## config.mk

```make
export PLATFORM = sky130hd
export DESIGN_NAME = tx_feed
export DESIGN_NICKNAME = d
export VERILOG_FILES = /design/src/rtl/uberclock_pkg.sv /design/src/rtl/tx_feed.sv
export VERILOG_INCLUDE_DIRS = /design/src /design/src/include
export SDC_FILE = /design/constraint.sdc
export NUM_CORES = 2
export LEC_CHECK = 0
export CAP_MARGIN = 10
export CORE_ASPECT_RATIO = 1.75
export CORE_MARGIN = 1.5
export CORE_UTILIZATION = 40
export DETAILED_ROUTE_END_ITERATION = 8
export DONT_BUFFER_PORTS = 1
export SYNTH_ARGS = -nofsm -noshare
export SYNTH_HDL_FRONTEND = slang
export SYNTH_SLANG_ARGS = --single-unit
```

## constraint.sdc

```tcl
create_clock -name vclk -period 9.7
set_clock_uncertainty 0.2 [all_clocks]
set_input_delay 0.97 -clock vclk [all_inputs]
set_output_delay 0.97 -clock vclk [all_outputs]
set_load 0.05 [all_outputs]
```

## src/include/uberclock_consts.svh

```systemverilog
`ifndef UBERCLOCK_CONSTS_SVH
`define UBERCLOCK_CONSTS_SVH

// ------------------------------
// channel structure
// ------------------------------
// rx/tx channel pairs in the mixer
`define UC_NUM_CHAN 5

// ------------------------------
// sample widths
// ------------------------------
// downsampled i/q and tx chain output
`define UC_SAMPLE_W 16
// raw adc word
`define UC_ADC_W 12
// dac data bus
`define UC_DAC_W 14
// unsigned per channel gain
`define UC_GAIN_W 32
// arithmetic shift after gain product
`define UC_GAIN_SHIFT 30

// ------------------------------
// sum tree and dac
// ------------------------------
// five 16 bit samples need 19 bits
`define UC_SUM_W 19
// low bits dropped going to 14 bits
`define UC_SUM_DROP 5
// offset binary zero point of the dac
`define UC_DAC_MIDSCALE 8192
// loopback left shift control
`define UC_SHIFT_W 3

`endif

```

## src/rtl/uberclock_pkg.sv

```systemverilog
`include "uberclock_consts.svh"

package uberclock_pkg;

    // one complex sample, x is in-phase, y is quadrature
    typedef struct packed {
        logic signed [`UC_SAMPLE_W-1:0] x;
        logic signed [`UC_SAMPLE_W-1:0] y;
    } iq_sample_t;

    // dac source codes
    // code 10 was the nco cosine, it now lands on the sum
    typedef enum logic [3:0] {
        DAC_GAIN_Y0 = 4'd0,
        DAC_GAIN_Y1 = 4'd1,
        DAC_GAIN_Y2 = 4'd2,
        DAC_GAIN_Y3 = 4'd3,
        DAC_GAIN_Y4 = 4'd4,
        DAC_TX0     = 4'd5,
        DAC_TX1     = 4'd6,
        DAC_TX2     = 4'd7,
        DAC_TX3     = 4'd8,
        DAC_TX4     = 4'd9,
        DAC_SUM_10  = 4'd10,
        DAC_ADC0    = 4'd11,
        DAC_ADC1    = 4'd12,
        DAC_SUM     = 4'd13,
        DAC_SUM_14  = 4'd14,
        DAC_SUM_15  = 4'd15
    } dac_src_e;

    // everything either dac can show
    typedef struct packed {
        logic [`UC_NUM_CHAN-1:0][`UC_SAMPLE_W-1:0] gain_y;
        logic [`UC_NUM_CHAN-1:0][`UC_SAMPLE_W-1:0] tx_sample;
        logic [1:0][`UC_ADC_W-1:0]                 adc;
        logic [`UC_DAC_W-1:0]                      sum_trunc;
    } dac_sources_t;

endpackage

```

## src/rtl/tx_feed.sv

```systemverilog
`timescale 1ns/1ns
`include "uberclock_consts.svh"

module tx_feed (
    // downsampled pair from the rx chain
    input  uberclock_pkg::iq_sample_t       i_rx,
    // unsigned gain, 2^30 is unity
    input  logic [`UC_GAIN_W-1:0]           i_gain,
    // pair written by the cpu
    input  uberclock_pkg::iq_sample_t       i_cpu,
    input  logic                            i_src_cpu,
    // feed toward the tx chain
    output uberclock_pkg::iq_sample_t       o_feed,
    // gained y for the dac selectors
    output logic signed [`UC_SAMPLE_W-1:0]  o_gain_y
);

    import uberclock_pkg::*;

    // sample times gain plus the zero sign bit
    localparam int PROD_W = `UC_SAMPLE_W + `UC_GAIN_W + 1;

    logic signed [`UC_GAIN_W:0] gain_s;
    logic signed [PROD_W-1:0]   prod_x;
    logic signed [PROD_W-1:0]   prod_y;
    logic signed [PROD_W-1:0]   shift_x;
    logic signed [PROD_W-1:0]   shift_y;
    iq_sample_t                 gained;

    // ------------------------------
    // gain scaling
    // ------------------------------
    // leading zero keeps the gain positive in a signed multiply
    assign gain_s = {1'b0, i_gain};

    assign prod_x = i_rx.x * gain_s;
    assign prod_y = i_rx.y * gain_s;

    // scale back down, sign preserved
    assign shift_x = prod_x >>> `UC_GAIN_SHIFT;
    assign shift_y = prod_y >>> `UC_GAIN_SHIFT;

    // low 16 bits only, large gains wrap
    assign gained.x = shift_x[`UC_SAMPLE_W-1:0];
    assign gained.y = shift_y[`UC_SAMPLE_W-1:0];

    // ------------------------------
    // feed select
    // ------------------------------
    // cpu pair is shared by all channels
    assign o_feed = i_src_cpu ? i_cpu : gained;

    // dac sees the gained y whatever feeds the tx chain
    assign o_gain_y = gained.y;

endmodule

```

==> metrics.cfg <==
[global_routing]
overflow = 0
grt_pass1_wl_microns = 142000
grt_max_degree = 47
grt_pass1_vias = 26900
antenna_found_initial = 1
grt_usage_pct = 22.2

[worst_setup_path]
max_stage_delay_ps = 610
crit_fanout = 16
cp-start-kind = input port
crit_buf_inv = 4
crit_path_end_kind = output port
worstPathCellList = inv_1 > buf_4 > nor2_1 > fa_1 > fa_1 > fa_1 > fa_1 > fa_1 > inv_1 > fa_1 > inv_1 > ha_1 > a2111o_1 > o211a_1 > a31oi_1 > and3_2 > o21ai_2 > or4b_2 > nand3_1
worstPathArrival_ps = 7540
cp.required_ps = 8530
critical_path.top_delay_family = adder cells
critPathSlowestCell = or4b_2
critPathMostFrequentCell = fa_1
crit_type = input port to output port

[floorplanning]
rows = 137
io_pins = 145
initial_core_util_pct = 40.5
fp.dieH_microns = 379
coreArea_sq_um = 79900
fp.dieArea_sq_um = 82600
die-width_microns = 218

[route]
wire_per_inst_microns = 19.0
via_count = 24200
drc = 0
avgViaCountPerCell = 5.21
drtAntennaViolNets = 0
drtPass1Iterations = 5
drtIter0Drc = 1095
wl_microns = 88500

[cts]
cts_setup_buffers = 0
postCtsHoldBufs = 0
cts_resized = 0

[synthesis]
synth_fp_nets = 4978
synth_cells = 3781
synth_area_per_cell_sq_um = 8.55
synth_top_cell_by_area = fa_1
synth.distinct_cells = 65
synth.cells.most_frequent = 1026 x inv_1, 834 x fa_1, 588 x nand2_1
synth.top_cells.by_area = fa_1 52%, inv_1 12%, ha_1 10%
synth_top_area_share_pct = 51.7
synth_area_sq_um = 32300
ys.warnings.count = 0
yosysMostFrequentCell = inv_1
synth_seq_area_share_pct = 0

[timing]
fin_crit_sh_pct = 89.8
setup_viol = 0
slew_viol_final = 0
min_period_ps = 8710
finalHoldViolCount = 0
grt_setup_unrepaired = false
worst_pin_slew_ps = 951
max_slew_margin_pct = 36.2
fmax_ghz = 0.115
tns_ps = 0

[place]
place_area_sq_um = 33100
port_buffers = 0
dp_hpwl_microns = 68800
place.gp.congestion = 0.872

[cells_and_area]
clkbuf_count = 0
stdcell_area_sq_um = 33100
regArea_sq_um = 0
fin_nets = 4810
fillers = 8198
area_growth_pct = 2.52
nFlopsAndLatches = 0
num_antenna_cells = 0
drive_above_1_share_pct = 1.66

[run_status]
status = complete, no violations

[run]
cap_violations = 0

[min_path]
hold_class = input port to output port

## path summary, 6_finish.rpt
| kind | slack (ps) | end | start | cells after the start |
|---|---|---|---|---|
| worst min-delay path | 2010 | o_feed[21] | i_cpu[21] | 3 |
| worst max-delay path | 990 | o_feed[10] | i_rx[15] | 19 |
## through the flow
stage          worst slack, ps  hold slack [ps]  util (%)  std cells
2_1_floorplan              630             2040         -       3781
3_3_place_gp              1070             2010      41.5       4653
3_5_place_dp              1060             2010      41.5       4653
4_1_cts                   1040             2010      41.5       4653
5_1_grt                    751             2010      41.5       4653
6_report                   993             2010      41.5       4653
## layout make-up
| cell class | count | area [sq um] | area share, % |
|---|---|---|---|
| inverters | 1026 | 3850 | 11.6 |
| multi-input cells | 2553 | 27700 | 83.7 |
| well taps | 1042 | 1300 | 3.93 |
| repair buffers | 32 | 240 | 0.725 |
## per-layer routing
metal / vias up / global-route usage, % / part of all wire [%]
met5: - / 0 / 0
met4: 0 / 10.0 / 5.0
met3: 234 / 1.88 / 4.2
met2: 648 / 43.6 / 57
met1: 12900 / 23.5 / 34
li1: 10500 / - / -
## layout by cell type (no fill, tap or decap), drive strengths merged, types with 14 or more instances in the layout
cell / n
inv: 1026
fa: 834
nand2: 588
and2: 415
ha: 266
nor2: 75
a21oi: 52
o21ai: 41
buf: 32
a21o: 30
xnor2: 30
nand2b: 26
nand4: 19
nand3: 17
nor3: 14
## cell families after synthesis
kind of cell / after synthesis / synth area share, %
mux: 11 / 0.383
xor+xnor: 40 / 1.08
buf+inv: 1228 / 14.3
compound gates: 206 / 4.29
simple gates: 1196 / 18.0
fa+ha+maj: 1100 / 61.9
## tightest hold or removal path: stages
cell	delay, ps
nand2_1	40
o21ai_1	50
buf_4	180
Power is not shown: default switching activity piles up to over one toggle a cycle in this logic, so the estimate is an artifact.
