### config.mk
export PLATFORM = sky130hd
export DESIGN_NAME = rx_source_select
export DESIGN_NICKNAME = d
export VERILOG_FILES = /design/src/rtl/rx_source_select.sv
export VERILOG_INCLUDE_DIRS = /design/src /design/src/include
export SDC_FILE = /design/constraint.sdc
export NUM_CORES = 1
export LEC_CHECK = 0
export ABC_AREA = 1
export BUFFER_PORTS_ARGS = -buffer_cell sky130_fd_sc_hd__buf_2
export CAP_MARGIN = 10
export CORE_AREA = 2 2 51 53
export CTS_CLUSTER_DIAMETER = 150
export CTS_CLUSTER_SIZE = 20
export DETAILED_ROUTE_END_ITERATION = 12
export DIE_AREA = 0 0 53 55
export GPL_ROUTABILITY_DRIVEN = 0
export HOLD_SLACK_MARGIN = 0.05
export PLACE_DENSITY = 0.73
export SYNTH_ARGS = -nofsm -noshare
export SYNTH_HDL_FRONTEND = slang
export SYNTH_SLANG_ARGS = --single-unit
### constraint.sdc
create_clock -name sys_clk -period 1 [get_ports sys_clk]
set_clock_uncertainty 0.1 [all_clocks]
set_input_delay 0.25 -clock sys_clk [delete_from_list [all_inputs] [get_ports sys_clk]]
set_output_delay 0.25 -clock sys_clk [all_outputs]
set_load 0.01 [all_outputs]
### src/include/uberclock_consts.svh
`ifndef UBERCLOCK_CONSTS_SVH
`define UBERCLOCK_CONSTS_SVH

// ------------------------------
// channel structure
// ------------------------------
// rx/tx channel pairs in the mixer
`define UC_NUM_CHAN 5

// ------------------------------
// sample widths
// ------------------------------
// downsampled i/q and tx chain output
`define UC_SAMPLE_W 16
// raw adc word
`define UC_ADC_W 12
// dac data bus
`define UC_DAC_W 14
// unsigned per channel gain
`define UC_GAIN_W 32
// arithmetic shift after gain product
`define UC_GAIN_SHIFT 30

// ------------------------------
// sum tree and dac
// ------------------------------
// five 16 bit samples need 19 bits
`define UC_SUM_W 19
// low bits dropped going to 14 bits
`define UC_SUM_DROP 5
// offset binary zero point of the dac
`define UC_DAC_MIDSCALE 8192
// loopback left shift control
`define UC_SHIFT_W 3

`endif

### src/rtl/rx_source_select.sv
`timescale 1ns/1ns
`include "uberclock_consts.svh"

module rx_source_select (
    input  logic                        sys_clk,
    input  logic                        rst,
    // raw offset binary adc words
    input  logic [`UC_ADC_W-1:0]        i_adc_ch0,
    input  logic [`UC_ADC_W-1:0]        i_adc_ch1,
    // receive chain input choice
    input  logic                        i_use_loopback,
    input  logic signed [`UC_DAC_W-1:0] i_loopback,
    // two's complement adc samples
    output logic signed [`UC_ADC_W-1:0] o_adc_ch0,
    output logic signed [`UC_ADC_W-1:0] o_adc_ch1,
    output logic signed [`UC_ADC_W-1:0] o_rx_input
);

    // loopback keeps the top 12 of 14 bits
    localparam int LB_LSB = `UC_DAC_W - `UC_ADC_W;

    logic signed [`UC_ADC_W-1:0] adc_q0;
    logic signed [`UC_ADC_W-1:0] adc_q1;

    // ------------------------------
    // adc capture
    // ------------------------------
    // offset binary to two's complement
    // flipping the msb is all it takes
    always_ff @(posedge sys_clk or posedge rst) begin
        if (rst) begin
            adc_q0 <= '0;
            adc_q1 <= '0;
        end else begin
            adc_q0 <= {~i_adc_ch0[`UC_ADC_W-1], i_adc_ch0[`UC_ADC_W-2:0]};
            adc_q1 <= {~i_adc_ch1[`UC_ADC_W-1], i_adc_ch1[`UC_ADC_W-2:0]};
        end
    end

    assign o_adc_ch0 = adc_q0;
    assign o_adc_ch1 = adc_q1;

    // ------------------------------
    // receive input select
    // ------------------------------
    // loopback drops two lsbs, sign stays in place
    always_comb begin
        if (i_use_loopback) begin
            o_rx_input = i_loopback[`UC_DAC_W-1:LB_LSB];
        end else begin
            o_rx_input = adc_q0;
        end
    end

endmodule

==> impl_metrics.env <==
export IMPL_startpoint="o_adc_ch0[11]$_DFF_PP0_"
export IMPL_numPortBuffers=74
export IMPL_max_slew_margin_pct=87.8
export IMPL_fin_tns_setup_ns=-8.54
export IMPL_crit_chain="nand2_1 > nand2_1 > buf_2"
export IMPL_cp_slowest_stage_delay_ns=0.41
export IMPL_power_density_mw_per_mm2=1280
export IMPL_synth_cell_types=6
export IMPL_io_pin_count=77
export IMPL_grtUsageTotal_pct=18.2
export IMPL_yosys_top_cells_area="dfrtp_1 (78%), nand2_1 (18%), buf_6 (1.5%)"
export IMPL_worst_slack_ns=-0.330
export IMPL_p_leak_nw=0.859
export IMPL_initial_core_util_pct=32.5
export IMPL_status="complete, but fails checks"
export IMPL_synth_top_area_share_pct=78.0
export IMPL_yosys_area_share_simple_pct=17.6
export IMPL_cp_depth=3
export IMPL_synth_cells=66
export IMPL_rows=18
export IMPL_drt_first_pass_iters=1
export IMPL_path_clk_slew_ns=0.12
export IMPL_clockBufferDepth=2
export IMPL_hold_path_class="input port to asynchronous set/reset pin"
export IMPL_cp_end_kind="output port"
export IMPL_worst_pin_slew_ns=0.183
export IMPL_period_share_pct=133
export IMPL_grt_overflow=0
export IMPL_postCtsSetupBuffers=0
export IMPL_p_total_w=0.00194
export IMPL_hold_violations=0
export IMPL_die_x_um=53
export IMPL_maxCapViolations=0
export IMPL_drt_wl_total_um=2820
export IMPL_grt_pass1_vias=859
export IMPL_crit_family="flip-flops"
export IMPL_ys_ff_latch=24
export IMPL_startpoint_type="register"
export IMPL_crit_buf_inv=1
export IMPL_violations="setup timing"
export IMPL_via_per_inst=4.17
export IMPL_cts_root_buf="clkbuf_4"
export IMPL_synth_xor_area_share_pct=0
export IMPL_crit_required_ns=0.65
export IMPL_yosysWarnings=0
export IMPL_synth_adder_area_share_pct=0
export IMPL_post_place_ws_ns=-0.165
export IMPL_synth_area_leader_cell="dfrtp_1"
export IMPL_grt_max_degree=25
export IMPL_grt_pass1_wl_um=3670
export IMPL_drtIter0Drc=0
export IMPL_syn_avg_cell_area_um2=11.7
export IMPL_cts_tree="yes"
export IMPL_coreArea_mm2=0.00236
export IMPL_num_antenna_cells=0
export IMPL_crit_slowest_cell="dfrtp_1"
export IMPL_synth_top_family_by_area="simple AND/OR/NAND/NOR gates"
export IMPL_design_die_area_mm2=0.00292
export IMPL_cp_common_cell="nand2_1"
export IMPL_antenna_found_initial=0
export IMPL_vias=838
export IMPL_dp_hpwl_um=1540
export IMPL_cp_arrival_ns=0.98
export IMPL_seq_area_frac_synth_pct=78.0
export IMPL_crit_path_max_fanout=2
export IMPL_synth_compound_area_share_pct=0
export IMPL_postSynthNetCount=107
export IMPL_area_delta_synth_final_pct=97.4
export IMPL_slew_violations=0
export IMPL_cts_buffers=3
export IMPL_wire_per_inst_um=14.0
export IMPL_ant_nets=0
export IMPL_nNetsFinal=213
export IMPL_dieHeight_um=55
export IMPL_endpoint="o_rx_input[11]"
export IMPL_drive_gt1_share_pct=48.5
export IMPL_path_class="register to output port"
export IMPL_period_needed_ns=1.33
export IMPL_rsz0062_at_grt="true"
export IMPL_setup_violations=36
export IMPL_syn_cell_area_um2=769
export IMPL_cts_htree_levels=1
export IMPL_cts_sinks=24
export IMPL_clock_fmax_mhz=752
export IMPL_drc=0
export IMPL_yosys_mux_area_fraction_pct=0
export IMPL_vdd_ir_drop_max_mv=1.18
through the flow:
stage	hold WS, ns	util [%]	instances	instance area, um^2
after global routing	0.416	64.2	201	1520
after CTS	0.376	62.9	201	1490
after detailed placement	0.176	50.8	172	1200
final	0.383	64.2	201	1520
after global placement	0.173	50.8	172	1200
after floorplan	0.165	-	66	769
layout by cell type (no fill, tap or decap):
cell,instances
buf_12,1
inv_1,3
buf_6,5
clkbuf_8,1
buf_4,3
clkbuf_4,3
inv_2,1
buf_2,69
dlygate4sd3_1,25
nand2_1,36
dfrtp_1,24
worst min-delay path, cell delays in order:
cell,delay [ns]
dlygate4sd3_1,0.53
buf_2,0.11
inv_1,0.09
buf_12,0.18
power breakdown:
part / switching (W) / leakage (nW) / internal [W]
combinational: 0.000177 / 0.558 / 0.000218
sequential: 0.0000244 / 0.280 / 0.00102
clock: 0.000279 / 0.0210 / 0.000223
worst min path at each step:
| stage | end | slack (ns) | start | cells past startpoint |
|---|---|---|---|---|
| global placement | o_adc_ch1[10]$_DFF_PP0_ | 0.17 | rst | 3 |
| detailed placement | o_adc_ch1[3]$_DFF_PP0_ | 0.18 | rst | 3 |
| floorplan | o_adc_ch0[0]$_DFF_PP0_ | 0.16 | rst | 1 |
| global route | o_adc_ch0[3]$_DFF_PP0_ | 0.42 | rst | 4 |
| CTS | o_adc_ch1[10]$_DFF_PP0_ | 0.38 | rst | 4 |
| finish | o_adc_ch0[11]$_DFF_PP0_ | 0.38 | rst | 4 |
area by class of cell:
type                       count  area [um^2]
multi-input combinational     36          135
inverter                       4         15.0
timing repair buffer         103          694
fill                         181          846
clock buffer                   4         36.3
sequential                    24          601
tap                           30         37.5
cell families (layout without fill, tap and decap cells):
| logic type | count (synthesis) | after routing |
|---|---|---|
| AND/OR/NAND/NOR | 36 | 36 |
| flip-flops | 24 | 24 |
| buffers and inverters | 6 | 111 |
layer usage:
metal	vias up	GRT usage [%]	part of all wire, %
met1	372	19.8	37
li1	403	-	-
met3	11	4.84	8.6
met4	0	7.26	3.7
met2	52	33.8	50
met5	-	0	0
what timing repair did:
action	in CTS	in global routing
resized for setup	0	5
setup endpoints to repair	36	36
pin swaps	0	0
endpoints found under the hold margin	48	0
hold buffers	25	0
synthesized netlist by cell type:
master and n:
inv_1 3, inv_2 1, nand2_1 36, dfrtp_1 24, buf_4 1, buf_6 1
flip-flops by register name, summed over array words and instances (netlist names):
| register | flops |
|---|---|
| o_adc_ch1 | 12 |
| o_adc_ch0 | 12 |
Note: power is estimated with default switching activity, not from simulation.
