--- src/include/uberclock_consts.svh ---
`ifndef UBERCLOCK_CONSTS_SVH
`define UBERCLOCK_CONSTS_SVH

// ------------------------------
// channel structure
// ------------------------------
// rx/tx channel pairs in the mixer
`define UC_NUM_CHAN 5

// ------------------------------
// sample widths
// ------------------------------
// downsampled i/q and tx chain output
`define UC_SAMPLE_W 16
// raw adc word
`define UC_ADC_W 12
// dac data bus
`define UC_DAC_W 14
// unsigned per channel gain
`define UC_GAIN_W 32
// arithmetic shift after gain product
`define UC_GAIN_SHIFT 30

// ------------------------------
// sum tree and dac
// ------------------------------
// five 16 bit samples need 19 bits
`define UC_SUM_W 19
// low bits dropped going to 14 bits
`define UC_SUM_DROP 5
// offset binary zero point of the dac
`define UC_DAC_MIDSCALE 8192
// loopback left shift control
`define UC_SHIFT_W 3

`endif

--- src/rtl/tx_sum_tree.sv ---
`timescale 1ns/1ns
`include "uberclock_consts.svh"

module tx_sum_tree (
    input  logic                                              sys_clk,
    input  logic                                              rst,
    // tx chain outputs, each element is two's complement
    input  logic signed [`UC_NUM_CHAN-1:0][`UC_SAMPLE_W-1:0]  i_tx_sample,
    input  logic [`UC_SHIFT_W-1:0]                            i_final_shift,
    // top 14 bits of the total, 3 cycles after the samples
    output logic signed [`UC_DAC_W-1:0]                       o_sum_trunc,
    // registered truncated sum, shifted
    output logic signed [`UC_DAC_W-1:0]                       o_loopback
);

    // one growth bit per adder level
    localparam int S1_W = `UC_SAMPLE_W + 1;
    localparam int S2_W = `UC_SAMPLE_W + 2;

    logic signed [S1_W-1:0]      pair01_q;
    logic signed [S1_W-1:0]      pair23_q;
    logic signed [S1_W-1:0]      samp4_q;
    logic signed [S2_W-1:0]      quad_q;
    logic signed [S2_W-1:0]      samp4_qq;
    logic signed [`UC_SUM_W-1:0] total_q;
    logic signed [`UC_DAC_W-1:0] trunc_q;

    // ------------------------------
    // stage 1
    // ------------------------------
    // two pair sums, sample 4 rides along sign extended
    always_ff @(posedge sys_clk or posedge rst) begin
        if (rst) begin
            pair01_q <= '0;
            pair23_q <= '0;
            samp4_q  <= '0;
        end else begin
            pair01_q <= $signed(i_tx_sample[0]) + $signed(i_tx_sample[1]);
            pair23_q <= $signed(i_tx_sample[2]) + $signed(i_tx_sample[3]);
            samp4_q  <= $signed(i_tx_sample[4]);
        end
    end

    // ------------------------------
    // stage 2 and 3
    // ------------------------------
    always_ff @(posedge sys_clk or posedge rst) begin
        if (rst) begin
            quad_q   <= '0;
            samp4_qq <= '0;
            total_q  <= '0;
        end else begin
            quad_q   <= pair01_q + pair23_q;
            samp4_qq <= samp4_q;
            // full 19 bit total, cannot overflow
            total_q  <= quad_q + samp4_qq;
        end
    end

    // plain truncation, no rounding
    assign o_sum_trunc = total_q[`UC_SUM_W-1:`UC_SUM_DROP];

    // ------------------------------
    // output register and shift
    // ------------------------------
    always_ff @(posedge sys_clk or posedge rst) begin
        if (rst) begin
            trunc_q <= '0;
        end else begin
            trunc_q <= o_sum_trunc;
        end
    end

    // left shift wraps inside 14 bits, no saturation
    assign o_loopback = trunc_q << i_final_shift;

endmodule

--- config.mk ---
export PLATFORM = sky130hd
export DESIGN_NAME = tx_sum_tree
export DESIGN_NICKNAME = d
export VERILOG_FILES = /design/src/rtl/tx_sum_tree.sv
export VERILOG_INCLUDE_DIRS = /design/src /design/src/include
export SDC_FILE = /design/constraint.sdc
export NUM_CORES = 1
export LEC_CHECK = 0
export BUFFER_PORTS_ARGS = -buffer_cell sky130_fd_sc_hd__buf_4
export CORE_AREA = 2 2 119 121
export DETAILED_ROUTE_END_ITERATION = 10
export DIE_AREA = 0 0 121 123
export PLACE_DENSITY = 0.64
export SLEW_MARGIN = 20
export SYNTH_ARGS = -nofsm -noshare
export SYNTH_HDL_FRONTEND = slang
export SYNTH_SLANG_ARGS = --single-unit
--- constraint.sdc ---
create_clock -name sys_clk -period 9.15 [get_ports sys_clk]
set_input_delay 1.83 -clock sys_clk [delete_from_list [all_inputs] [get_ports sys_clk]]
set_output_delay 1.83 -clock sys_clk [all_outputs]
set_load 0.02 [all_outputs]
==> reports/metrics.yaml <==
global_route:
  grt_start_max_net_pins: 84
  grt_pass1_vias: 4499
  grt_overflow: 0
  grt_pass1_wl_mm: 19.35
  antenna_found_initial: 0
  grt_util_all_layers_pct: 16.18
layout:
  num_antenna_cells: 0
  fill_cells: 1225
  multi_input_area_mm2: 0.003126
  seq_area_mm2: 0.002803
  syn2layout_area_growth_pct: 21.79
  fin_area_mm2: 0.007357
  drive_above_1_share_pct: 20.70
  finish.utilization_pct: 54.05
  final_nets: 830
sta:
  fin_crit_sh_pct: 53.09
  fmax_mhz: 205.9
  slew_headroom_pct: 37.04
  holdWs_ns: 0.3430
  tns_ns: 0
  rsz0062_at_grt: "no"
  worst_slew_pin_slew_ns: 0.9444
  setup_violations: 0
  layout_min_cycle_time_ns: 4.858
  skew_ns: 0.01315
  slew_viol_final: 0
  finalHoldViolCount: 0
worst_setup_path:
  setup.worst_path.class: "in2out"
  cp.required_ns: 7.32
  endpoint_kind: "output port"
  cp_max_fo: 15
  arrival_ns: 3.03
  cp-start-kind: "input pin"
floorplan:
  io_pins: 113
  coreArea_mm2: 0.01361
  initial_core_util_pct: 44.38
  fp.dieW_um: 121
  dieArea_mm2: 0.01488
  die_y_um: 123
  rows: 43
placed_design:
  io_buffers: 112
  dp_hpwl_mm: 9.024
  place_congestion: 0.9371
  dpl_cell_area_mm2: 0.007076
clocking:
  clk_pin_slew_ns: 0.07
  cts_buffers: 9
  clk_latency_ns: 0.35
  holdBufCountCts: 0
  clockBufferDepth: 2
  ctsResizeCount: 0
  clock_tree.root_cell: "clkbuf_16"
  cts.sinks: 112
  postCtsSetupBuffers: 0
  cts_tree: "yes"
  htreeDepth: 3
routing:
  remaining_drc_errors: 0
  top_layer: "met4"
  drtIter0Drc: 204
  wl_met2_mm: 5.652
  detail-route-antenna-nets: 0
  wl_per_cell_um: 13.26
  wl_met3_um: 645
  via_per_inst: 5.269
  drt_wl_total_mm: 11.41
  drt_first_pass_iters: 4
  vias: 4537
  m1WireLength_mm: 4.904
synth:
  ys_seq_elements: 112
  ys_seq_area_share_pct: 46.40
  syn_area_mm2: 0.006041
  synth_ff_type: "dfrtp_1"
  synth_top_cell_by_area: "dfrtp_1"
  synth_edf_count: 0
  synth_cells: 563
  synth_cell_type_count: 58
  ys_warn_count: 0
  yosys-top-cells-area: "dfrtp_1 46%, ha_1 14%, xnor2_1 5.5%"
  synth_top_area_share_pct: 46.40
  syn_nets: 717
  syn_avg_cell_area_um2: 10.73
  synth_async_sr_flop_share_pct: 100.0
worst_hold_path:
  hold_class: "reg2reg"
power_and_ir_drop:
  power_density_mw_per_mm2: 260.6
  ir_drop_mv: 0.09802
  p_total_uw: 1917
  p_leak_uw: 0.003438
run_status:
  status: "finished clean"
run:
  maxCapViolations: 0
==> state kept, by name, indices dropped and copies added (netlist names) <==
signal and cells:
quad_q 18, pair01_q 17, pair23_q 17, samp4_q 16, samp4_qq 16, total_q 14, trunc_q 14
==> worst paths after layout <==
check	slack (ns)	cells past startpoint	startpoint	to
worst max-delay path	4.29	6	i_final_shift[1]	o_loopback[10]
worst min-delay path	0.34	0	samp4_q[9]$_DFF_PP0_	samp4_qq[9]$_DFF_PP0_
worst max register to register	6.84	9	pair01_q[0]$_DFF_PP0_	quad_q[12]$_DFF_PP0_
worst min register to register	0.34	0	samp4_q[9]$_DFF_PP0_	samp4_qq[9]$_DFF_PP0_
max in group asynchronous	6.42	3	rst	pair01_q[5]$_DFF_PP0_
min in group asynchronous	1.46	2	rst	total_q[5]$_DFF_PP0_
==> final cells by class <==
type	count	area share (%)
inverter	19	1.003
sequential	112	38.10
tap	180	3.061
timing repair buffer	113	11.53
multi-input combinational	421	42.48
clock inverter	6	0.7143
clock buffer	10	3.112
==> through the flow <==
| stage | std cells | setup slack (ns) |
|---|---|---|
| after detailed placement | 845 | 4.293 |
| after global placement | 845 | 4.311 |
| after CTS | 861 | 4.296 |
| after global routing | 861 | 4.210 |
| after floorplan | 563 | 4.047 |
| final | 861 | 4.292 |
==> cells in the mapped netlist (6+ instances only) <==
library cell    n
xor2_1         12
ha_1           66
a21oi_1        54
nor2_1         30
xnor2_1        38
nand3_1        11
clkbuf_1        9
dfrtp_1       112
nor2b_1         6
o211ai_1        7
o21bai_1        7
o21ai_0        35
nand2_1        40
inv_1          19
a21o_1         14
o21a_1          9
nand4_1         6
a211oi_1        9
mux2i_1        11
==> metal layers <==
| metal | vias to the layer above | GRT usage [%] |
|---|---|---|
| li1 | 2279 | - |
| met1 | 2104 | 19.48 |
| met2 | 133 | 28.34 |
| met3 | 21 | 3.321 |
| met4 | 0 | 6.686 |
| met5 | - | 0 |
==> where the power goes <==
| part | leakage (µW) | internal [µW] | switching, µW |
|---|---|---|---|
| registers | 0.00131 | 639 | 59.1 |
| logic | 0.00200 | 388 | 464 |
| clock network | 0.000131 | 189 | 178 |
==> logic make-up (layout without fill, tap and decap cells) <==
kind of cell | after synthesis | in the layout | share of synthesized area [%]
flip-flops | 112 | 112 | 46.40
AND/OR/NAND/NOR | 113 | 113 | 8.824
multiplexers | 16 | 16 | 2.755
buffers and inverters | 30 | 148 | 1.864
AO/OA/AOI/OAI | 173 | 173 | 18.25
XOR/XNOR | 50 | 50 | 7.249
adder cells (fa/ha/maj) | 69 | 69 | 14.66
==> worst max-delay path: stages <==
cell,delay [ns]
buf_4,0.21
mux2_2,0.37
or2_2,0.27
a21oi_1,0.12
a21oi_1,0.06
buf_4,0.16
==> cells in the final DEF, fill, tap and decap left out, types with 5 or more instances in the layout <==
cell       synthesis  final
buf_4              0    113
dfrtp_1          112    112
ha_1              66     66
a21oi_1           54     54
nand2_1           40     40
xnor2_1           38     38
o21ai_0           35     35
nor2_1            30     30
inv_1             19     18
a21o_1            14     14
xor2_1            12     12
nand3_1           11     11
mux2i_1           11     11
o21a_1             9      9
a211oi_1           9      9
clkbuf_16          0      9
o211ai_1           7      7
o21bai_1           7      7
nand4_1            6      6
nor2b_1            6      6
nand2b_1           5      5
a31oi_1            5      5
mux2_2             5      5
(Power assumes the default switching activity.)
