File: src/include/uberclock_consts.svh
`ifndef UBERCLOCK_CONSTS_SVH
`define UBERCLOCK_CONSTS_SVH

// ------------------------------
// channel structure
// ------------------------------
// rx/tx channel pairs in the mixer
`define UC_NUM_CHAN 5

// ------------------------------
// sample widths
// ------------------------------
// downsampled i/q and tx chain output
`define UC_SAMPLE_W 16
// raw adc word
`define UC_ADC_W 12
// dac data bus
`define UC_DAC_W 14
// unsigned per channel gain
`define UC_GAIN_W 32
// arithmetic shift after gain product
`define UC_GAIN_SHIFT 30

// ------------------------------
// sum tree and dac
// ------------------------------
// five 16 bit samples need 19 bits
`define UC_SUM_W 19
// low bits dropped going to 14 bits
`define UC_SUM_DROP 5
// offset binary zero point of the dac
`define UC_DAC_MIDSCALE 8192
// loopback left shift control
`define UC_SHIFT_W 3

`endif

File: src/rtl/uberclock_pkg.sv
`include "uberclock_consts.svh"

package uberclock_pkg;

    // one complex sample, x is in-phase, y is quadrature
    typedef struct packed {
        logic signed [`UC_SAMPLE_W-1:0] x;
        logic signed [`UC_SAMPLE_W-1:0] y;
    } iq_sample_t;

    // dac source codes
    // code 10 was the nco cosine, it now lands on the sum
    typedef enum logic [3:0] {
        DAC_GAIN_Y0 = 4'd0,
        DAC_GAIN_Y1 = 4'd1,
        DAC_GAIN_Y2 = 4'd2,
        DAC_GAIN_Y3 = 4'd3,
        DAC_GAIN_Y4 = 4'd4,
        DAC_TX0     = 4'd5,
        DAC_TX1     = 4'd6,
        DAC_TX2     = 4'd7,
        DAC_TX3     = 4'd8,
        DAC_TX4     = 4'd9,
        DAC_SUM_10  = 4'd10,
        DAC_ADC0    = 4'd11,
        DAC_ADC1    = 4'd12,
        DAC_SUM     = 4'd13,
        DAC_SUM_14  = 4'd14,
        DAC_SUM_15  = 4'd15
    } dac_src_e;

    // everything either dac can show
    typedef struct packed {
        logic [`UC_NUM_CHAN-1:0][`UC_SAMPLE_W-1:0] gain_y;
        logic [`UC_NUM_CHAN-1:0][`UC_SAMPLE_W-1:0] tx_sample;
        logic [1:0][`UC_ADC_W-1:0]                 adc;
        logic [`UC_DAC_W-1:0]                      sum_trunc;
    } dac_sources_t;

endpackage

File: src/rtl/dac_output_select.sv
`timescale 1ns/1ns
`include "uberclock_consts.svh"

module dac_output_select (
    input  logic                        sys_clk,
    input  logic                        rst,
    input  uberclock_pkg::dac_src_e     i_sel,
    input  uberclock_pkg::dac_sources_t i_src,
    // offset binary word for the dac
    output logic [`UC_DAC_W-1:0]        o_dac
);

    import uberclock_pkg::*;

    // two's complement zero maps here
    localparam logic [`UC_DAC_W-1:0] DAC_MID = `UC_DAC_W'(`UC_DAC_MIDSCALE);
    // 16 bit sources drop this many lsbs
    localparam int SAMP_LSB = `UC_SAMPLE_W - `UC_DAC_W;

    logic [3:0]           tx_code;
    logic [`UC_DAC_W-1:0] pick;
    logic [`UC_DAC_W-1:0] dac_q;

    // tx codes start at 5
    assign tx_code = i_sel - DAC_TX0;

    // ------------------------------
    // source select
    // ------------------------------
    always_comb begin
        case (i_sel)
            DAC_GAIN_Y0, DAC_GAIN_Y1, DAC_GAIN_Y2, DAC_GAIN_Y3, DAC_GAIN_Y4: begin
                // code is the channel index
                pick = i_src.gain_y[i_sel[2:0]][`UC_SAMPLE_W-1:SAMP_LSB];
            end
            DAC_TX0, DAC_TX1, DAC_TX2, DAC_TX3, DAC_TX4: begin
                pick = i_src.tx_sample[tx_code[2:0]][`UC_SAMPLE_W-1:SAMP_LSB];
            end
            DAC_ADC0: begin
                // 12 bit adc moved up to full scale
                pick = {i_src.adc[0], 2'b00};
            end
            DAC_ADC1: begin
                pick = {i_src.adc[1], 2'b00};
            end
            default: begin
                // code 10 and 13 to 15
                pick = i_src.sum_trunc;
            end
        endcase
    end

    // ------------------------------
    // output register
    // ------------------------------
    // adding midscale flips to offset binary, wraps mod 2^14
    always_ff @(posedge sys_clk or posedge rst) begin
        if (rst) begin
            dac_q <= DAC_MID;
        end else begin
            dac_q <= pick + DAC_MID;
        end
    end

    assign o_dac = dac_q;

endmodule

File: config.mk
export PLATFORM = sky130hd
export DESIGN_NAME = dac_output_select
export DESIGN_NICKNAME = d
export VERILOG_FILES = /design/src/rtl/uberclock_pkg.sv /design/src/rtl/dac_output_select.sv
export VERILOG_INCLUDE_DIRS = /design/src /design/src/include
export SDC_FILE = /design/constraint.sdc
export NUM_CORES = 1
export LEC_CHECK = 0
export BUFFER_PORTS_ARGS = -buffer_cell sky130_fd_sc_hd__buf_2
export CAP_MARGIN = 20
export CORE_AREA = 2 2 85 87
export DETAILED_ROUTE_END_ITERATION = 10
export DIE_AREA = 0 0 87 89
export PLACE_DENSITY = 0.72
export RECOVER_POWER = 50
export SYNTH_ARGS = -nofsm -noshare
export SYNTH_HDL_FRONTEND = slang
export SYNTH_SLANG_ARGS = --single-unit
export TNS_END_PERCENT = 50
File: constraint.sdc
create_clock -name sys_clk -period 0.9 [get_ports sys_clk]
set_input_delay 0.18 -clock sys_clk [delete_from_list [all_inputs] [get_ports sys_clk]]
set_output_delay 0.18 -clock sys_clk [all_outputs]
set_load 0.02 [all_outputs]
==> impl_metrics.py, run 1 <==
metrics = {
    "outcome": {
        "outcome": "finished, violations left",
        "violations": "setup timing",
    },
    "detailed_routing": {
        "ant_nets": 0,
        "detailedRoute.firstIterationViolations": 122,
        "remaining_drc_errors": 0,
        "vias_per_cell": 5.29,
        "wl_mm": 9.35,
        "vias": 2673,
        "wire_per_inst_um": 18.5,
        "firstDrtPassIters": 4,
    },
    "setup_path": {
        "path_cells": "buf_12 -> inv_6 -> ha_4 -> buf_6 -> xor2_4 -> and3_4 -> o31a_1 -> a221o_1",
        "crit_arrival_ns": 1.60,
        "timing.setup.critical_path_class": "in -> reg",
        "type_of_origin_of_the_critical_path": "input pin",
        "crit_path_end_kind": "flip-flop",
        "cpPeakStageDelay_ns": 0.32,
        "timing.critical_path.slowest_stage_cell": "sky130_fd_sc_hd__o31a_1",
        "crit_path_max_fanout": 6,
        "worst-endpoint-required_ns": 1.02,
    },
    "floorplan": {
        "chipHeight_um": 89,
        "fp-row-count": 30,
        "top_level_ports": 218,
        "die_w_um": 87,
        "die_area_mm2": 0.00774,
        "core-area_mm2": 0.00672,
        "floorplan.initialDensity": 0.291,
    },
    "power": {
        "power.internal_mw": 2.23,
        "clock_share_of_power": 0.181,
        "seq_power_share": 0.225,
        "p_switching_mw": 1.11,
        "share_comb_of_total_power": 0.594,
        "switching_share": 0.332,
        "power-per-cell-area_mw_per_mm2": 859,
        "static-leakage-power_nw": 1.90,
        "vdd.ir_drop.worst_uv": 649,
    },
    "sta": {
        "period_utilization_post_route": 1.64,
        "report.final.slew_viol_count": 0,
        "tightest_slew_ns": 0.487,
        "rsz0062_at_grt": "yes",
        "timing.final.crit_period_ns": 1.48,
        "max_clock_freq_mhz": 676,
        "setup_tns_ns": -7.92,
        "hold_slack_ns": 0.0886,
        "post-route-worst-setup-slack_ns": -0.580,
        "slew_headroom": 0.675,
        "final_setup_violating_endpoints": 28,
        "final_hold_vios": 0,
    },
    "cts": {
        "tritoncts": "built",
        "number_of_cts_inserted_buffers": 3,
        "clockBufferDepth": 2,
        "number_of_sinks_handled_by_clock_tree_synthesis": 14,
        "cts.clk_slew.worst_paths_ns": 0.06,
        "cts_htree_levels": 1,
        "root_buffer": "sky130_fd_sc_hd__clkbuf_8",
    },
    "synth": {
        "synthesis.yosys.warnings": 0,
        "synthTopCellsByArea": "sky130_fd_sc_hd__mux4_2, sky130_fd_sc_hd__dfrtp_1, sky130_fd_sc_hd__mux2_2",
        "async_reset_ff_frac": 1.00,
        "synth_largest_type_area_fraction": 0.207,
        "syn_inst": 203,
        "post_synth_net_total": 411,
        "postSynthRegisterBits": 14,
        "synthesis.area_mm2": 0.00196,
        "ys.flop_type": "sky130_fd_sc_hd__dfrtp_1",
        "syn_avg_cell_area_um2": 9.63,
        "netlist_cell_types": 34,
        "synth_top_area_cell": "sky130_fd_sc_hd__mux4_2",
        "post_synth_edffs": 0,
        "synth_sequential_area_ratio": 0.180,
    },
    "finish": {
        "nets": 633,
        "largest_reg_flops": 14,
        "utilization": 0.578,
        "final_layout_size_suffix_gt1_frac": 0.729,
        "area.growth.synth_to_final_pct": 98.6,
    },
    "place": {
        "place_hpwl_mm": 7.62,
        "buffers_on_ports": 197,
        "globalplace.congestion": 0.859,
    },
    "global_routing": {
        "grt-ovfl-total": 0,
        "global_route_wire_length_before_repair_mm": 13.6,
        "track_usage": 0.227,
        "number_of_global_route_vias_before_repair": 2848,
        "grt_max_degree": 18,
        "antenna_found_initial": 1,
    },
    "flow_run": {
        "drv_cap": 0,
    },
    "min_path": {
        "worst_hold_path_type": "in -> reg",
    },
}
[through the flow]
stage                     cells  setup WS, ns  area, µm²  total power [mW]
final                       505        -0.580       3880              3.33
after floorplan             203        -0.837       2120              1.62
after CTS                   499        -0.595       3700              3.20
after global routing        504        -0.622       3880              3.51
after global placement      484         -1.12       3310              2.35
after detailed placement    484         -1.14       3310              2.37
[synth_stat cells, types with 2 or more instances]
cell                       number
sky130_fd_sc_hd__o211ai_1       5
sky130_fd_sc_hd__nor2b_1        3
sky130_fd_sc_hd__inv_1          4
sky130_fd_sc_hd__and3_1        17
sky130_fd_sc_hd__mux2_2        10
sky130_fd_sc_hd__nand3_1        7
sky130_fd_sc_hd__mux4_2        18
sky130_fd_sc_hd__o31a_1         5
sky130_fd_sc_hd__buf_2          4
sky130_fd_sc_hd__a221oi_1       8
sky130_fd_sc_hd__clkbuf_1      14
sky130_fd_sc_hd__and2_1        10
sky130_fd_sc_hd__nor2_1         3
sky130_fd_sc_hd__nand2_1       11
sky130_fd_sc_hd__o31ai_1        2
sky130_fd_sc_hd__a22oi_1       12
sky130_fd_sc_hd__ha_1           4
sky130_fd_sc_hd__a22o_1         2
sky130_fd_sc_hd__a221o_1        6
sky130_fd_sc_hd__mux2i_1       10
sky130_fd_sc_hd__a2111o_1       7
sky130_fd_sc_hd__dfrtp_1       13
sky130_fd_sc_hd__nor3_1         5
sky130_fd_sc_hd__a21oi_1       13
[final timing paths]
check                      depth (start not counted)  slack, ns      start        end
min in group asynchronous                          4       0.52        rst   o_dac[7]
max in group asynchronous                          4       0.08        rst  o_dac[13]
worst min-delay path                               2       0.09  i_src[13]  o_dac[13]
worst max-delay path                               8      -0.58   i_sel[1]   o_dac[7]
[cell families (layout without fill, tap and decap cells)]
family,Yosys count,count (layout),synth area share
AOI/OAI and AO/OA,62,62,0.250
xor gates and xnor gates,2,2,0.00896
adders and majority gates,4,4,0.0256
buffers and inverters,24,245,0.0525
DFF,14,14,0.180
muxes,38,38,0.316
other,0,1,0
and+or+nand+nor,59,59,0.167
[layout make-up]
class | instances | area (µm²)
fill | 596 | 2840
multi-input combinational | 165 | 1780
timing repair buffer | 237 | 1560
sequential | 14 | 352
tap | 80 | 100
clock buffer | 4 | 55.1
inverter | 4 | 27.5
antenna | 1 | 2.50
[layout by cell type (no fill, tap or decap), types with 6 or more instances in the layout]
master / count
sky130_fd_sc_hd__a2111o_1: 7
sky130_fd_sc_hd__a21oi_1: 7
sky130_fd_sc_hd__a21oi_2: 6
sky130_fd_sc_hd__a221o_1: 6
sky130_fd_sc_hd__a22oi_1: 10
sky130_fd_sc_hd__and2_4: 6
sky130_fd_sc_hd__and3_1: 13
sky130_fd_sc_hd__buf_12: 12
sky130_fd_sc_hd__buf_2: 189
sky130_fd_sc_hd__buf_4: 17
sky130_fd_sc_hd__buf_6: 13
sky130_fd_sc_hd__dfrtp_1: 13
sky130_fd_sc_hd__mux2_2: 10
sky130_fd_sc_hd__mux2i_1: 9
sky130_fd_sc_hd__mux4_2: 18
sky130_fd_sc_hd__nand2_1: 11
sky130_fd_sc_hd__nand3_1: 7
[metal layers]
metal | GRT usage | up-vias | wire (µm)
li1 | - | 1273 | -
met2 | 0.400 | 130 | 4730
met3 | 0.0499 | 19 | 781
met5 | 0 | - | 0
met4 | 0.0838 | 0 | 244
met1 | 0.273 | 1251 | 3590
[what timing repair did]
item,CTS,global route
resized for setup,42,33
hold endpoints to repair,13,0
gates cloned,3,1
pin swaps,22,14
buffers inserted,7,4
setup endpoints to repair,28,28
hold buffers,1,0
[power groups by stage]
stage          Sequential [mW]  Clock (mW)  Combinational, mW
2_1_floorplan            0.870           0              0.751
3_3_place_gp             0.753           0               1.60
3_5_place_dp             0.753           0               1.62
4_1_cts                  0.744       0.615               1.85
5_1_grt                  0.754       0.650               2.11
6_report                 0.749       0.604               1.98
[critical path: cells and delay by family]
kind                     cells  cell delay, ns
XOR/XNOR                     1            0.16
AO/OA/AOI/OAI                2            0.61
buffers and inverters        3            0.27
AND/OR/NAND/NOR              1            0.18
adder cells (fa/ha/maj)      1            0.19
Note: power is estimated with default switching activity, not from simulation.
==> run 2: changes to the inputs <==
--- a/config.mk
+++ b/config.mk
@@ -7,4 +7,5 @@
 export NUM_CORES = 1
 export LEC_CHECK = 0
+export ABC_AREA = 0
 export BUFFER_PORTS_ARGS = -buffer_cell sky130_fd_sc_hd__buf_2
 export CAP_MARGIN = 20
@@ -14,4 +15,5 @@
 export PLACE_DENSITY = 0.72
 export RECOVER_POWER = 50
+export SLEW_MARGIN = 20
 export SYNTH_ARGS = -nofsm -noshare
 export SYNTH_HDL_FRONTEND = slang
==> constraint.sdc (replaced) <==
create_clock -name sys_clk -period 0.9 [get_ports sys_clk]
set_input_delay 0 -clock sys_clk [delete_from_list [all_inputs] [get_ports sys_clk]]
set_output_delay 0 -clock sys_clk [all_outputs]
set_load 0.02 [all_outputs]
==> impl_metrics.py, run 2 (same netlist as run 1, synthesis figures left out) <==
metrics = {
    "place": {
        "globalplace.congestion": 0.863,
        "buffers_on_ports": 197,
        "place_hpwl_mm": 7.69,
        "place.detailed.instances": 484,
    },
    "sta": {
        "setup_tns_ns": -5.01,
        "tightest_slew_ns": 0.436,
        "final_hold_vios": 0,
        "timing.final.crit_period_ns": 1.30,
        "slew_headroom": 0.708,
        "report.final.slew_viol_count": 0,
        "final_setup_violating_endpoints": 14,
        "post-route-worst-setup-slack_ns": -0.404,
        "rsz0062_at_grt": "yes",
        "max_clock_freq_mhz": 767,
        "period_utilization_post_route": 1.45,
    },
    "finish": {
        "mostFrequentLayoutCell": "sky130_fd_sc_hd__buf_2",
        "finalNonFillerCells": 507,
        "area.growth.synth_to_final_pct": 92.9,
        "nets": 635,
        "final_layout_size_suffix_gt1_frac": 0.683,
        "largest_reg_flops": 14,
        "layout.cells.most_common_list": "sky130_fd_sc_hd__buf_2, sky130_fd_sc_hd__mux4_2, sky130_fd_sc_hd__buf_4",
    },
    "setup_path": {
        "crit_path_end_kind": "flip-flop",
        "timing.setup.critical_path_class": "in -> reg",
        "crit_arrival_ns": 1.43,
        "worst-endpoint-required_ns": 1.02,
        "crit_path_max_fanout": 8,
        "type_of_origin_of_the_critical_path": "input pin",
    },
    "detailed_routing": {
        "vias_per_cell": 5.32,
        "firstDrtPassIters": 4,
        "ant_nets": 0,
        "remaining_drc_errors": 0,
        "highest-signal-layer": "met4",
        "wire_per_inst_um": 18.1,
        "routedLengthMet1_mm": 3.68,
        "detailedRoute.firstIterationViolations": 115,
        "met2RoutedLength_mm": 4.73,
        "wl_mm": 9.18,
        "vias": 2697,
        "met3_wire_len_um": 645,
    },
    "floorplan": {
        "die_area_mm2": 0.00774,
        "top_level_ports": 218,
        "floorplan.initialDensity": 0.291,
        "core-area_mm2": 0.00672,
        "die_w_um": 87,
        "fp-row-count": 30,
        "chipHeight_um": 89,
    },
    "power": {
        "p_switching_mw": 1.08,
        "share_comb_of_total_power": 0.575,
        "power.internal_mw": 2.12,
        "switching_share": 0.337,
        "static-leakage-power_nw": 1.86,
        "vdd.ir_drop.worst_uv": 350,
        "clock_share_of_power": 0.193,
        "power-per-cell-area_mw_per_mm2": 848,
        "seq_power_share": 0.233,
    },
    "cts": {
        "number_of_sinks_handled_by_clock_tree_synthesis": 14,
        "cts.clk_slew.worst_paths_ns": 0.06,
        "number_of_cts_inserted_buffers": 3,
        "root_buffer": "sky130_fd_sc_hd__clkbuf_8",
        "cts_htree_levels": 1,
        "clockBufferDepth": 2,
        "tritoncts": "built",
    },
    "flow_run": {
        "drv_cap": 0,
    },
    "min_path": {
        "worst_hold_path_type": "in -> reg",
    },
    "outcome": {
        "violations": "setup timing",
        "outcome": "finished, violations left",
    },
    "global_routing": {
        "number_of_global_route_vias_before_repair": 2741,
        "grt-ovfl-total": 0,
        "track_usage": 0.220,
        "grt_max_degree": 23,
        "antenna_found_initial": 1,
        "global_route_wire_length_before_repair_mm": 13.2,
    },
}
run 2: worst max-delay path, stage by stage:
cell                      delay, ns
sky130_fd_sc_hd__buf_12        0.11
sky130_fd_sc_hd__inv_8         0.04
sky130_fd_sc_hd__ha_2          0.20
sky130_fd_sc_hd__o31ai_4       0.32
sky130_fd_sc_hd__o22ai_4       0.16
sky130_fd_sc_hd__buf_6         0.16
sky130_fd_sc_hd__o31a_1        0.13
sky130_fd_sc_hd__a221o_1       0.30
run 2: final timing paths:
check,start,to,slack [ns],cells past startpoint
worst min-delay path,i_src[12],o_dac[12],0.01,2
max in group asynchronous,rst,o_dac[13],0.24,4
worst max-delay path,i_sel[0],o_dac[7],-0.40,8
min in group asynchronous,rst,o_dac[7],0.36,4
run 2: area by class of cell:
| type | count | area [µm²] |
|---|---|---|
| multi-input combinational | 165 | 1720 |
| antenna | 1 | 2.50 |
| clock buffer | 4 | 55.1 |
| sequential | 14 | 352 |
| timing repair buffer | 239 | 1520 |
| inverter | 4 | 27.5 |
| tap | 80 | 100 |
| fill | 634 | 2950 |
run 2: metal layers:
metal,vias to the layer above,global-route usage
li1,1277,-
met1,1273,0.289
met2,134,0.386
met3,13,0.0342
met4,0,0.0469
met5,-,0
run 2: what timing repair did:
| item | 4_1_cts | 5_1_grt |
|---|---|---|
| setup endpoints to repair | 15 | 15 |
| endpoints found under the hold margin | 25 | 0 |
| resized for setup | 29 | 15 |
| hold buffers | 12 | 0 |
| pin swaps | 9 | 9 |
| setup buffers | 3 | 1 |
| gates cloned | 1 | 1 |
run 2: per-stage QoR:
stage	worst slack (ns)	total power, mW	utilization	instance area [µm²]	hold slack [ns]
after global routing	-0.435	3.38	0.561	3770	0.0150
final	-0.404	3.20	0.561	3770	0.0110
after global placement	-0.950	2.35	0.493	3310	0.000853
after CTS	-0.403	3.15	0.546	3670	0.00236
after floorplan	-0.657	1.62	-	2120	-0.111
after detailed placement	-0.953	2.38	0.493	3310	0.00284
run 2: power by group through the flow:
| stage | logic [mW] | clock network (mW) | registers (mW) |
|---|---|---|---|
| 6_report | 1.84 | 0.616 | 0.744 |
| 4_1_cts | 1.79 | 0.620 | 0.743 |
| 2_1_floorplan | 0.751 | 0 | 0.870 |
| 5_1_grt | 1.96 | 0.666 | 0.748 |
| 3_3_place_gp | 1.59 | 0 | 0.752 |
| 3_5_place_dp | 1.62 | 0 | 0.754 |
